--- src/common/fir_pkg.sv ---
// ====================
// shared types, register map and tap count for the fir engine
// referenced by scoped names from every design block
// ====================

package fir_pkg;

    // one sample, output value or accumulator, 32-bit unsigned modulo 2^32
    typedef logic [31:0] sample_t;

    // one filter coefficient
    typedef logic [31:0] coef_t;

    // configuration byte address
    typedef logic [11:0] cfg_addr_t;

    // tap index and history slot, 0 to NUM_TAPS-1
    typedef logic [3:0] tap_idx_t;

    localparam int NUM_TAPS = 11;

    // control/status word
    //   bit 0  ap_start, high for the cycle after a start write
    //   bit 1  ap_done, set when the last output transfers, cleared by a status read
    //   bit 2  ap_idle, low from start until the last output transfers
    //   other bits read zero
    localparam cfg_addr_t ADDR_AP_CTRL = 12'h000;

    // number of samples per run
    localparam cfg_addr_t ADDR_DATA_LEN = 12'h010;

    // coefficient k at ADDR_TAP_BASE + 4*k
    localparam cfg_addr_t ADDR_TAP_BASE = 12'h080;

    // byte span of the coefficient window
    localparam cfg_addr_t TAP_SPAN = cfg_addr_t'(4 * NUM_TAPS);

    // accumulator sequencing
    typedef enum logic [1:0] {
        IDLE,
        WAIT_SAMPLE,
        ACCUM,
        HOLD
    } mac_state_t;

endpackage

--- src/design/fir_ctrl_regs.sv ---
// ====================
// configuration registers, coefficient store and status bits
// write and read strobes are single cycle, read data follows one cycle later
// ====================

`timescale 1ns/1ps

module fir_ctrl_regs (
    input  logic               axis_clk,
    input  logic               axis_rst_n,
    input  logic               cfg_we_i,
    input  logic               cfg_re_i,
    input  fir_pkg::cfg_addr_t cfg_addr_i,
    input  fir_pkg::sample_t   cfg_wdata_i,
    output logic               cfg_rvalid_o,
    output fir_pkg::sample_t   cfg_rdata_o,
    input  logic               run_end_i,
    input  fir_pkg::tap_idx_t  tap_idx_i,
    output fir_pkg::coef_t     coef_o,
    output logic               start_o,
    output fir_pkg::sample_t   data_len_o
);

    fir_pkg::coef_t    coef_q [fir_pkg::NUM_TAPS];
    fir_pkg::sample_t  data_len_q;
    fir_pkg::sample_t  rdata_q;
    fir_pkg::sample_t  rd_mux;
    fir_pkg::sample_t  status_word;
    fir_pkg::cfg_addr_t tap_off;
    fir_pkg::tap_idx_t tap_sel;
    logic              tap_hit;
    logic              rvalid_q;
    logic              start_q;
    logic              done_q;
    logic              idle_q;
    logic              start_req;
    logic              status_rd;

    // addresses below the base wrap to a large offset and miss the window
    assign tap_off = cfg_addr_i - fir_pkg::ADDR_TAP_BASE;
    assign tap_sel = tap_off[5:2];
    assign tap_hit = (tap_off < fir_pkg::TAP_SPAN) && (tap_off[1:0] == 2'b00);

    // start only honoured while idle
    assign start_req = cfg_we_i && (cfg_addr_i == fir_pkg::ADDR_AP_CTRL)
                    && cfg_wdata_i[0] && idle_q;
    assign status_rd = cfg_re_i && (cfg_addr_i == fir_pkg::ADDR_AP_CTRL);

    assign status_word = {29'd0, idle_q, done_q, start_q};

    always_comb begin
        rd_mux = '0;
        if (cfg_addr_i == fir_pkg::ADDR_AP_CTRL) begin
            rd_mux = status_word;
        end else if (cfg_addr_i == fir_pkg::ADDR_DATA_LEN) begin
            rd_mux = data_len_q;
        end else if (tap_hit) begin
            rd_mux = coef_q[tap_sel];
        end
    end

    // coefficient store
    always_ff @(posedge axis_clk) begin
        if (cfg_we_i && tap_hit) begin
            coef_q[tap_sel] <= cfg_wdata_i;
        end
    end

    always_ff @(posedge axis_clk) begin
        if (cfg_re_i) begin
            rdata_q <= rd_mux;
        end
    end

    always_ff @(posedge axis_clk) begin
        if (!axis_rst_n) begin
            rvalid_q   <= 1'b0;
            start_q    <= 1'b0;
            done_q     <= 1'b0;
            idle_q     <= 1'b1;
            data_len_q <= '0;
        end else begin
            rvalid_q <= cfg_re_i;
            start_q  <= start_req;
            if (cfg_we_i && (cfg_addr_i == fir_pkg::ADDR_DATA_LEN)) begin
                data_len_q <= cfg_wdata_i;
            end
            if (start_req) begin
                idle_q <= 1'b0;
                done_q <= 1'b0;
            end else if (run_end_i) begin
                idle_q <= 1'b1;
                done_q <= 1'b1;
            end else if (status_rd && done_q) begin
                // done is read-to-clear
                done_q <= 1'b0;
            end
        end
    end

    // engine side coefficient lookup
    assign coef_o = (tap_idx_i < fir_pkg::NUM_TAPS) ? coef_q[tap_idx_i] : '0;

    assign cfg_rvalid_o = rvalid_q;
    assign cfg_rdata_o  = rdata_q;
    assign start_o      = start_q;
    assign data_len_o   = data_len_q;

endmodule

--- src/design/fir_top.sv ---
// ====================
// fir engine top level
// register port, sample history, accumulator and output register in a chain
// ====================

`timescale 1ns/1ps

module fir_top (
    input  logic               axis_clk,
    input  logic               axis_rst_n,
    input  logic               cfg_we_i,
    input  logic               cfg_re_i,
    input  fir_pkg::cfg_addr_t cfg_addr_i,
    input  fir_pkg::sample_t   cfg_wdata_i,
    output logic               cfg_rvalid_o,
    output fir_pkg::sample_t   cfg_rdata_o,
    input  logic               s_valid_i,
    input  fir_pkg::sample_t   s_data_i,
    output logic               s_ready_o,
    output logic               m_valid_o,
    output fir_pkg::sample_t   m_data_o,
    output logic               m_last_o,
    input  logic               m_ready_i
);

    logic              start;
    fir_pkg::sample_t  data_len;
    fir_pkg::tap_idx_t tap_idx;
    fir_pkg::coef_t    coef;
    logic              push;
    fir_pkg::sample_t  push_data;
    fir_pkg::sample_t  hist;
    logic              res_strobe;
    fir_pkg::sample_t  res_data;
    logic              res_last;
    logic              out_full;
    logic              run_end;

    fir_ctrl_regs u_ctrl_regs (
        .axis_clk     (axis_clk),
        .axis_rst_n   (axis_rst_n),
        .cfg_we_i     (cfg_we_i),
        .cfg_re_i     (cfg_re_i),
        .cfg_addr_i   (cfg_addr_i),
        .cfg_wdata_i  (cfg_wdata_i),
        .cfg_rvalid_o (cfg_rvalid_o),
        .cfg_rdata_o  (cfg_rdata_o),
        .run_end_i    (run_end),
        .tap_idx_i    (tap_idx),
        .coef_o       (coef),
        .start_o      (start),
        .data_len_o   (data_len)
    );

    fir_sample_hist u_sample_hist (
        .axis_clk   (axis_clk),
        .axis_rst_n (axis_rst_n),
        .start_i    (start),
        .push_i     (push),
        .sample_i   (push_data),
        .tap_idx_i  (tap_idx),
        .hist_o     (hist)
    );

    fir_mac u_mac (
        .axis_clk     (axis_clk),
        .axis_rst_n   (axis_rst_n),
        .start_i      (start),
        .data_len_i   (data_len),
        .s_valid_i    (s_valid_i),
        .s_data_i     (s_data_i),
        .s_ready_o    (s_ready_o),
        .push_o       (push),
        .push_data_o  (push_data),
        .tap_idx_o    (tap_idx),
        .coef_i       (coef),
        .hist_i       (hist),
        .out_full_i   (out_full),
        .res_strobe_o (res_strobe),
        .res_data_o   (res_data),
        .res_last_o   (res_last)
    );

    fir_out_reg u_out_reg (
        .axis_clk     (axis_clk),
        .axis_rst_n   (axis_rst_n),
        .res_strobe_i (res_strobe),
        .res_data_i   (res_data),
        .res_last_i   (res_last),
        .full_o       (out_full),
        .m_valid_o    (m_valid_o),
        .m_data_o     (m_data_o),
        .m_last_o     (m_last_o),
        .m_ready_i    (m_ready_i),
        .run_end_o    (run_end)
    );

endmodule

--- src/fir_core/fir_mac.sv ---
// ====================
// sample acceptance and sequential multiply-accumulate over NUM_TAPS taps
// one result per accepted sample, handed to the output register as a strobe
// ====================

`timescale 1ns/1ps

module fir_mac (
    input  logic              axis_clk,
    input  logic              axis_rst_n,
    input  logic              start_i,
    input  fir_pkg::sample_t  data_len_i,
    input  logic              s_valid_i,
    input  fir_pkg::sample_t  s_data_i,
    output logic              s_ready_o,
    output logic              push_o,
    output fir_pkg::sample_t  push_data_o,
    output fir_pkg::tap_idx_t tap_idx_o,
    input  fir_pkg::coef_t    coef_i,
    input  fir_pkg::sample_t  hist_i,
    input  logic              out_full_i,
    output logic              res_strobe_o,
    output fir_pkg::sample_t  res_data_o,
    output logic              res_last_o
);

    fir_pkg::mac_state_t state_q;
    fir_pkg::sample_t    count_q;
    fir_pkg::sample_t    acc_q;
    fir_pkg::tap_idx_t   tap_q;
    logic                last_q;
    logic                strobe_q;
    logic                accept;

    assign s_ready_o = (state_q == fir_pkg::WAIT_SAMPLE) && (count_q < data_len_i);
    assign accept    = s_valid_i && s_ready_o;

    // accepted sample goes into the history on the same edge
    assign push_o      = accept;
    assign push_data_o = s_data_i;
    assign tap_idx_o   = tap_q;

    // acc_q and last_q stay put until the next accept, after the strobe
    assign res_strobe_o = strobe_q;
    assign res_data_o   = acc_q;
    assign res_last_o   = last_q;

    always_ff @(posedge axis_clk) begin
        if (!axis_rst_n) begin
            state_q  <= fir_pkg::IDLE;
            count_q  <= '0;
            tap_q    <= '0;
            last_q   <= 1'b0;
            strobe_q <= 1'b0;
        end else begin
            strobe_q <= 1'b0;
            case (state_q)
                fir_pkg::IDLE: begin
                    if (start_i) begin
                        count_q <= '0;
                        // zero length run makes no output
                        state_q <= (data_len_i == '0) ? fir_pkg::IDLE : fir_pkg::WAIT_SAMPLE;
                    end
                end
                fir_pkg::WAIT_SAMPLE: begin
                    if (accept) begin
                        count_q <= count_q + 32'd1;
                        last_q  <= ((count_q + 32'd1) == data_len_i);
                        tap_q   <= '0;
                        state_q <= fir_pkg::ACCUM;
                    end
                end
                fir_pkg::ACCUM: begin
                    tap_q <= tap_q + 4'd1;
                    if (tap_q == fir_pkg::tap_idx_t'(fir_pkg::NUM_TAPS - 1)) begin
                        state_q <= fir_pkg::HOLD;
                    end
                end
                fir_pkg::HOLD: begin
                    // wait for the output register to drain
                    if (!out_full_i) begin
                        strobe_q <= 1'b1;
                        state_q  <= last_q ? fir_pkg::IDLE : fir_pkg::WAIT_SAMPLE;
                    end
                end
                default: begin
                    state_q <= fir_pkg::IDLE;
                end
            endcase
        end
    end

    // one tap per cycle, products and sums wrap at 32 bits
    always_ff @(posedge axis_clk) begin
        if (accept) begin
            acc_q <= '0;
        end else if (state_q == fir_pkg::ACCUM) begin
            acc_q <= acc_q + coef_i * hist_i;
        end
    end

endmodule

--- src/fir_core/fir_out_reg.sv ---
// ====================
// one-entry output register on the result stream
// holds valid, data and last until the consumer takes them
// ====================

`timescale 1ns/1ps

module fir_out_reg (
    input  logic             axis_clk,
    input  logic             axis_rst_n,
    input  logic             res_strobe_i,
    input  fir_pkg::sample_t res_data_i,
    input  logic             res_last_i,
    output logic             full_o,
    output logic             m_valid_o,
    output fir_pkg::sample_t m_data_o,
    output logic             m_last_o,
    input  logic             m_ready_i,
    output logic             run_end_o
);

    fir_pkg::sample_t data_q;
    logic             valid_q;
    logic             last_q;
    logic             xfer;

    assign xfer = valid_q && m_ready_i;

    always_ff @(posedge axis_clk) begin
        if (res_strobe_i) begin
            data_q <= res_data_i;
        end
    end

    always_ff @(posedge axis_clk) begin
        if (!axis_rst_n) begin
            valid_q <= 1'b0;
            last_q  <= 1'b0;
        end else if (res_strobe_i) begin
            valid_q <= 1'b1;
            last_q  <= res_last_i;
        end else if (xfer) begin
            valid_q <= 1'b0;
            last_q  <= 1'b0;
        end
    end

    assign full_o    = valid_q;
    assign m_valid_o = valid_q;
    assign m_data_o  = data_q;
    assign m_last_o  = last_q;

    // end of run marks the transfer of the last result
    assign run_end_o = xfer && last_q;

endmodule

--- src/fir_core/fir_sample_hist.sv ---
// ====================
// circular history of the last NUM_TAPS input samples
// slots not yet written since start read back as zero
// ====================

`timescale 1ns/1ps

module fir_sample_hist (
    input  logic              axis_clk,
    input  logic              axis_rst_n,
    input  logic              start_i,
    input  logic              push_i,
    input  fir_pkg::sample_t  sample_i,
    input  fir_pkg::tap_idx_t tap_idx_i,
    output fir_pkg::sample_t  hist_o
);

    fir_pkg::sample_t  hist_q [fir_pkg::NUM_TAPS];
    fir_pkg::tap_idx_t wr_ptr_q;
    fir_pkg::tap_idx_t fill_q;
    fir_pkg::tap_idx_t rd_ptr;
    logic [4:0]        rd_sum;

    // newest sample sits at wr_ptr-1, step back tap_idx slots modulo NUM_TAPS
    assign rd_sum = 5'(wr_ptr_q) + 5'(fir_pkg::NUM_TAPS - 1) - 5'(tap_idx_i);
    assign rd_ptr = (rd_sum >= 5'(fir_pkg::NUM_TAPS))
                  ? fir_pkg::tap_idx_t'(rd_sum - 5'(fir_pkg::NUM_TAPS))
                  : fir_pkg::tap_idx_t'(rd_sum);

    // mask samples older than the start of the run
    assign hist_o = (tap_idx_i < fill_q) ? hist_q[rd_ptr] : '0;

    always_ff @(posedge axis_clk) begin
        if (push_i) begin
            hist_q[wr_ptr_q] <= sample_i;
        end
    end

    always_ff @(posedge axis_clk) begin
        if (!axis_rst_n) begin
            wr_ptr_q <= '0;
            fill_q   <= '0;
        end else if (start_i) begin
            wr_ptr_q <= '0;
            fill_q   <= '0;
        end else if (push_i) begin
            wr_ptr_q <= (wr_ptr_q == fir_pkg::tap_idx_t'(fir_pkg::NUM_TAPS - 1))
                      ? '0 : wr_ptr_q + 4'd1;
            // saturates once the history is full
            if (fill_q < fir_pkg::tap_idx_t'(fir_pkg::NUM_TAPS)) begin
                fill_q <= fill_q + 4'd1;
            end
        end
    end

endmodule

--- config.mk ---
export PLATFORM = sky130hd
export DESIGN_NAME = fir_top
export DESIGN_NICKNAME = d
export VERILOG_FILES = /design/src/common/fir_pkg.sv /design/src/design/fir_ctrl_regs.sv /design/src/design/fir_top.sv /design/src/fir_core/fir_mac.sv /design/src/fir_core/fir_out_reg.sv /design/src/fir_core/fir_sample_hist.sv
export SDC_FILE = /design/constraint.sdc
export NUM_CORES = 2
export LEC_CHECK = 0
export ABC_AREA = 1
export BUFFER_PORTS_ARGS = -buffer_cell sky130_fd_sc_hd__buf_2
export CORE_UTILIZATION = 45
export DETAILED_ROUTE_END_ITERATION = 6
export GPL_TIMING_DRIVEN = 1
export PLACE_DENSITY = 0.59
export SLEW_MARGIN = 30
export SYNTH_ARGS = -nofsm -noshare
export SYNTH_HDL_FRONTEND = slang
export SYNTH_SLANG_ARGS = --single-unit
--- constraint.sdc ---
create_clock -name axis_clk -period 13.3 [get_ports axis_clk]
set_input_delay 2.66 -clock axis_clk [delete_from_list [all_inputs] [get_ports axis_clk]]
set_output_delay 2.66 -clock axis_clk [all_outputs]
set_load 0.02 [all_outputs]
==> results.cfg <==
[timing]
rsz0062_at_grt = no
fin_setup_tns_ns = 0
finalHoldViolations = 0
slew_headroom_pct = 30.2
period_share_pct = 86.7
finalCriticalPeriod_ns = 11.54
tightest_slew_ns = 1.04
final.setup_skew_ns = 0.0532
fmax_mhz = 86.7
finalMaxSlewViolations = 0
setup_violations = 0

[critical_path]
cpMaxStageDelayCell = nand2_1
crit_path_end_kind = flop
r2r_cells = 44
timing.rr.start = u_sample_hist.wr_ptr_q[1]
crit_path_start_kind = flop
crit_type = flop to flop
critical_path_required_ns = 13.93
r2r_setup_slack_ns = 1.76
critPathMaxStageDelay_ns = 0.81
arrival_ns = 12.17
path_max_fanout = 65
r2r-end = u_mac.res_data_o[31]

[logic_synthesis]
ys_warn_count = 0
synth_edf_count = 768
syn_avg_cell_area_um2 = 9.85
netlist-cell-type-count = 60
yosysTopAreaCell = edfxtp_1
synth_top_area_share_pct = 41.6
ys_seq_area_share_pct = 46.0
syn_area_mm2 = 0.0555
ys_ff_latch = 890
synth-main-ff-cell = edfxtp_1
syn-instance-count = 5631
synth.area.top_cells = edfxtp_1 (42%), fa_1 (16%), nand2_1 (6.4%), inv_1 (5.5%), dfxtp_1 (4.4%)
async_reset_ff_share_pct = 0
syn-num-nets = 6328

[run]
max_cap_violations = 0

[place]
dp.cells = 7239
port_buffers = 149
routabilityCongestion = 0.923
dp_hpwl_mm = 119

[grt]
grt_max_degree = 91
grt_pass1_wl_mm = 263
grt_pass1_vias = 41100
grt-ovfl-total = 0
track_usage_pct = 28.2
antenna_found_initial = 17

[power]
vdd_drop_max_mv = 0.159
p_int_mw = 5.38
p_switching_mw = 3.18
p_per_area_mw_per_mm2 = 140
sw_frac_of_total_pct = 37.2
p_clk_share_pct = 31.9
power_frac_seq_pct = 36.9
fin_total_pwr_mw = 8.56
p_comb_share_pct = 31.2
leakagePower_nw = 25.2

[clock_tree]
cts_hold_buf = 0
ctsRootBufferMaster = clkbuf_16
numCtsBuffers = 96
clockBufferDepth = 3
clk_pin_slew_worst_paths_ns = 0.06
clock_sink_count = 890
postCtsSetupBuffers = 0
cts_tree = built
htree_levels = 3
post_cts_resized = 0
worst_skew_pair.late_latency_ns = 0.74

[min_path]
hold_class = flop to flop
hold_path_end = u_out_reg.m_data_o[29]
min-delay-start = u_mac.res_data_o[29]
whs_path_depth = 0

[routing]
wirelength_mm = 177
wl_per_cell_um = 23.8
drc = 0
postRouteAntennaNets = 0
vias = 42300
drtPass1Iterations = 6
drt_iter0_drc = 4999
vias_per_cell = 5.70

[floorplanning]
start_util_pct = 45.5
die_height_um = 353
fp-row-count = 128
ioPinCount = 150
coreArea_mm2 = 0.122
die_x_um = 353
die-area_mm2 = 0.125

[outcome]
status = finished, final reports clean

[layout]
syn_to_final_growth_pct = 10.3
drive_gt1_share_pct = 9.04
num-nets-final = 6409
final_cells = 7426
fin_util_pct = 50.1
==> sequential cells by signal (all words and copies together) (netlist names), 32 cells and up, named ones only <==
register                 flops
u_ctrl_regs.coef_q         352
u_sample_hist.hist_q       352
u_ctrl_regs.cfg_rdata_o     32
u_ctrl_regs.data_len_o      32
u_mac.count_q               32
u_mac.res_data_o            32
u_out_reg.m_data_o          32
==> worst max path at each step <==
stage	from	cells past startpoint	slack (ns)	endpoint
final	u_sample_hist.wr_ptr_q[1]	44	1.76	u_mac.res_data_o[31]
after CTS	u_sample_hist.wr_ptr_q[1]	43	1.89	u_mac.res_data_o[28]
after global routing	u_sample_hist.wr_ptr_q[1]	42	1.05	u_mac.res_data_o[28]
after detailed placement	u_sample_hist.wr_ptr_q[1]	43	1.86	u_mac.res_data_o[28]
after global placement	u_sample_hist.wr_ptr_q[1]	42	1.99	u_mac.res_data_o[28]
after floorplan	u_sample_hist.wr_ptr_q[1]	43	4.01	u_mac.res_data_o[28]
==> power by group through the flow <==
| stage | Clock, mW | Combinational, mW | Sequential (mW) |
|---|---|---|---|
| global route | 2.86 | 2.93 | 3.16 |
| detailed placement | 0 | 2.64 | 3.22 |
| global placement | 0 | 2.62 | 3.22 |
| floorplan | 0 | 1.88 | 3.18 |
| finish | 2.73 | 2.67 | 3.16 |
| CTS | 2.76 | 2.65 | 3.16 |
==> layout by cell type, fill, tap and decap left out, drive strengths merged, types with 41 or more instances in the layout <==
| cell type | count |
|---|---|
| a21oi | 216 |
| buf | 249 |
| clkbuf | 128 |
| clkinv | 50 |
| dfxtp | 122 |
| edfxtp | 768 |
| fa | 439 |
| ha | 176 |
| inv | 835 |
| nand2 | 963 |
| nand3 | 405 |
| nor2 | 558 |
| o211ai | 76 |
| o21ai | 301 |
| o22ai | 188 |
| or2 | 41 |
| xor2 | 57 |
==> worst max-delay path: cells and delay by family (launching register included) <==
family                     cells  cell delay (ns)
adders and majority gates     12             5.39
and+or+nand+nor               15             2.98
buffers and inverters         12             1.69
AOI/OAI and AO/OA              5             0.81
DFF                            1             0.50
==> routing by layer <==
layer  wire, µm  part of all wire [%]  vias up  GRT usage [%]
met1      72600                    41    21000           38.8
met4       7130                   4.0       14           11.5
li1           -                     -    18900              -
met3      16500                   9.3      364           4.97
met5         90                 0.051        -              0
met2      80800                    46     2015           44.3
==> through the flow <==
step | setup WS (ns) | cell area (µm²) | hold slack [ns]
CTS | 1.89 | 61200 | 0.436
global placement | 1.99 | 58000 | 0.417
floorplan | 4.01 | 55500 | 0.408
finish | 1.76 | 61200 | 0.436
global route | 1.05 | 61200 | 0.436
detailed placement | 1.86 | 58000 | 0.427
==> cell type report <==
| class | instances | area [µm²] |
|---|---|---|
| tap | 1625 | 2030 |
| clock buffer | 128 | 2640 |
| fill | 11200 | 60800 |
| timing repair buffer | 249 | 1510 |
| inverter | 845 | 3180 |
| clock inverter | 52 | 573 |
| antenna | 7 | 17.5 |
| sequential | 890 | 25500 |
| multi-input combinational | 3630 | 25700 |
==> cell families (layout without fill, tap and decap cells) <==
| group | after synthesis | count (layout) | synth area share [%] |
|---|---|---|---|
| simple gates | 2043 | 2043 | 15.4 |
| fa+ha+maj | 615 | 615 | 19.8 |
| compound gates | 899 | 899 | 9.58 |
| xor+xnor | 73 | 73 | 1.19 |
| buf+inv | 1111 | 1274 | 8.04 |
| other cells | 0 | 7 | 0 |
| flops | 890 | 890 | 46.0 |
==> cells in the mapped netlist, types with 10 or more instances <==
| master | number |
|---|---|
| ha_1 | 176 |
| dfxtp_1 | 122 |
| xor2_1 | 56 |
| nand3_1 | 402 |
| buf_6 | 12 |
| a21oi_1 | 206 |
| fa_1 | 439 |
| nor3_1 | 23 |
| nand2_1 | 949 |
| o221ai_1 | 37 |
| xnor2_1 | 16 |
| nand4_1 | 33 |
| o31ai_1 | 23 |
| clkbuf_1 | 159 |
| buf_4 | 37 |
| a31oi_1 | 13 |
| a21oi_2 | 10 |
| nor4_1 | 10 |
| o21ai_0 | 291 |
| inv_1 | 817 |
| or2_2 | 36 |
| buf_2 | 46 |
| o22ai_1 | 188 |
| edfxtp_1 | 768 |
| inv_2 | 13 |
| o211ai_1 | 75 |
| clkinv_1 | 14 |
| nor2_1 | 553 |
| a22oi_1 | 13 |
| nand2_2 | 12 |
(Power assumes the default switching activity.)
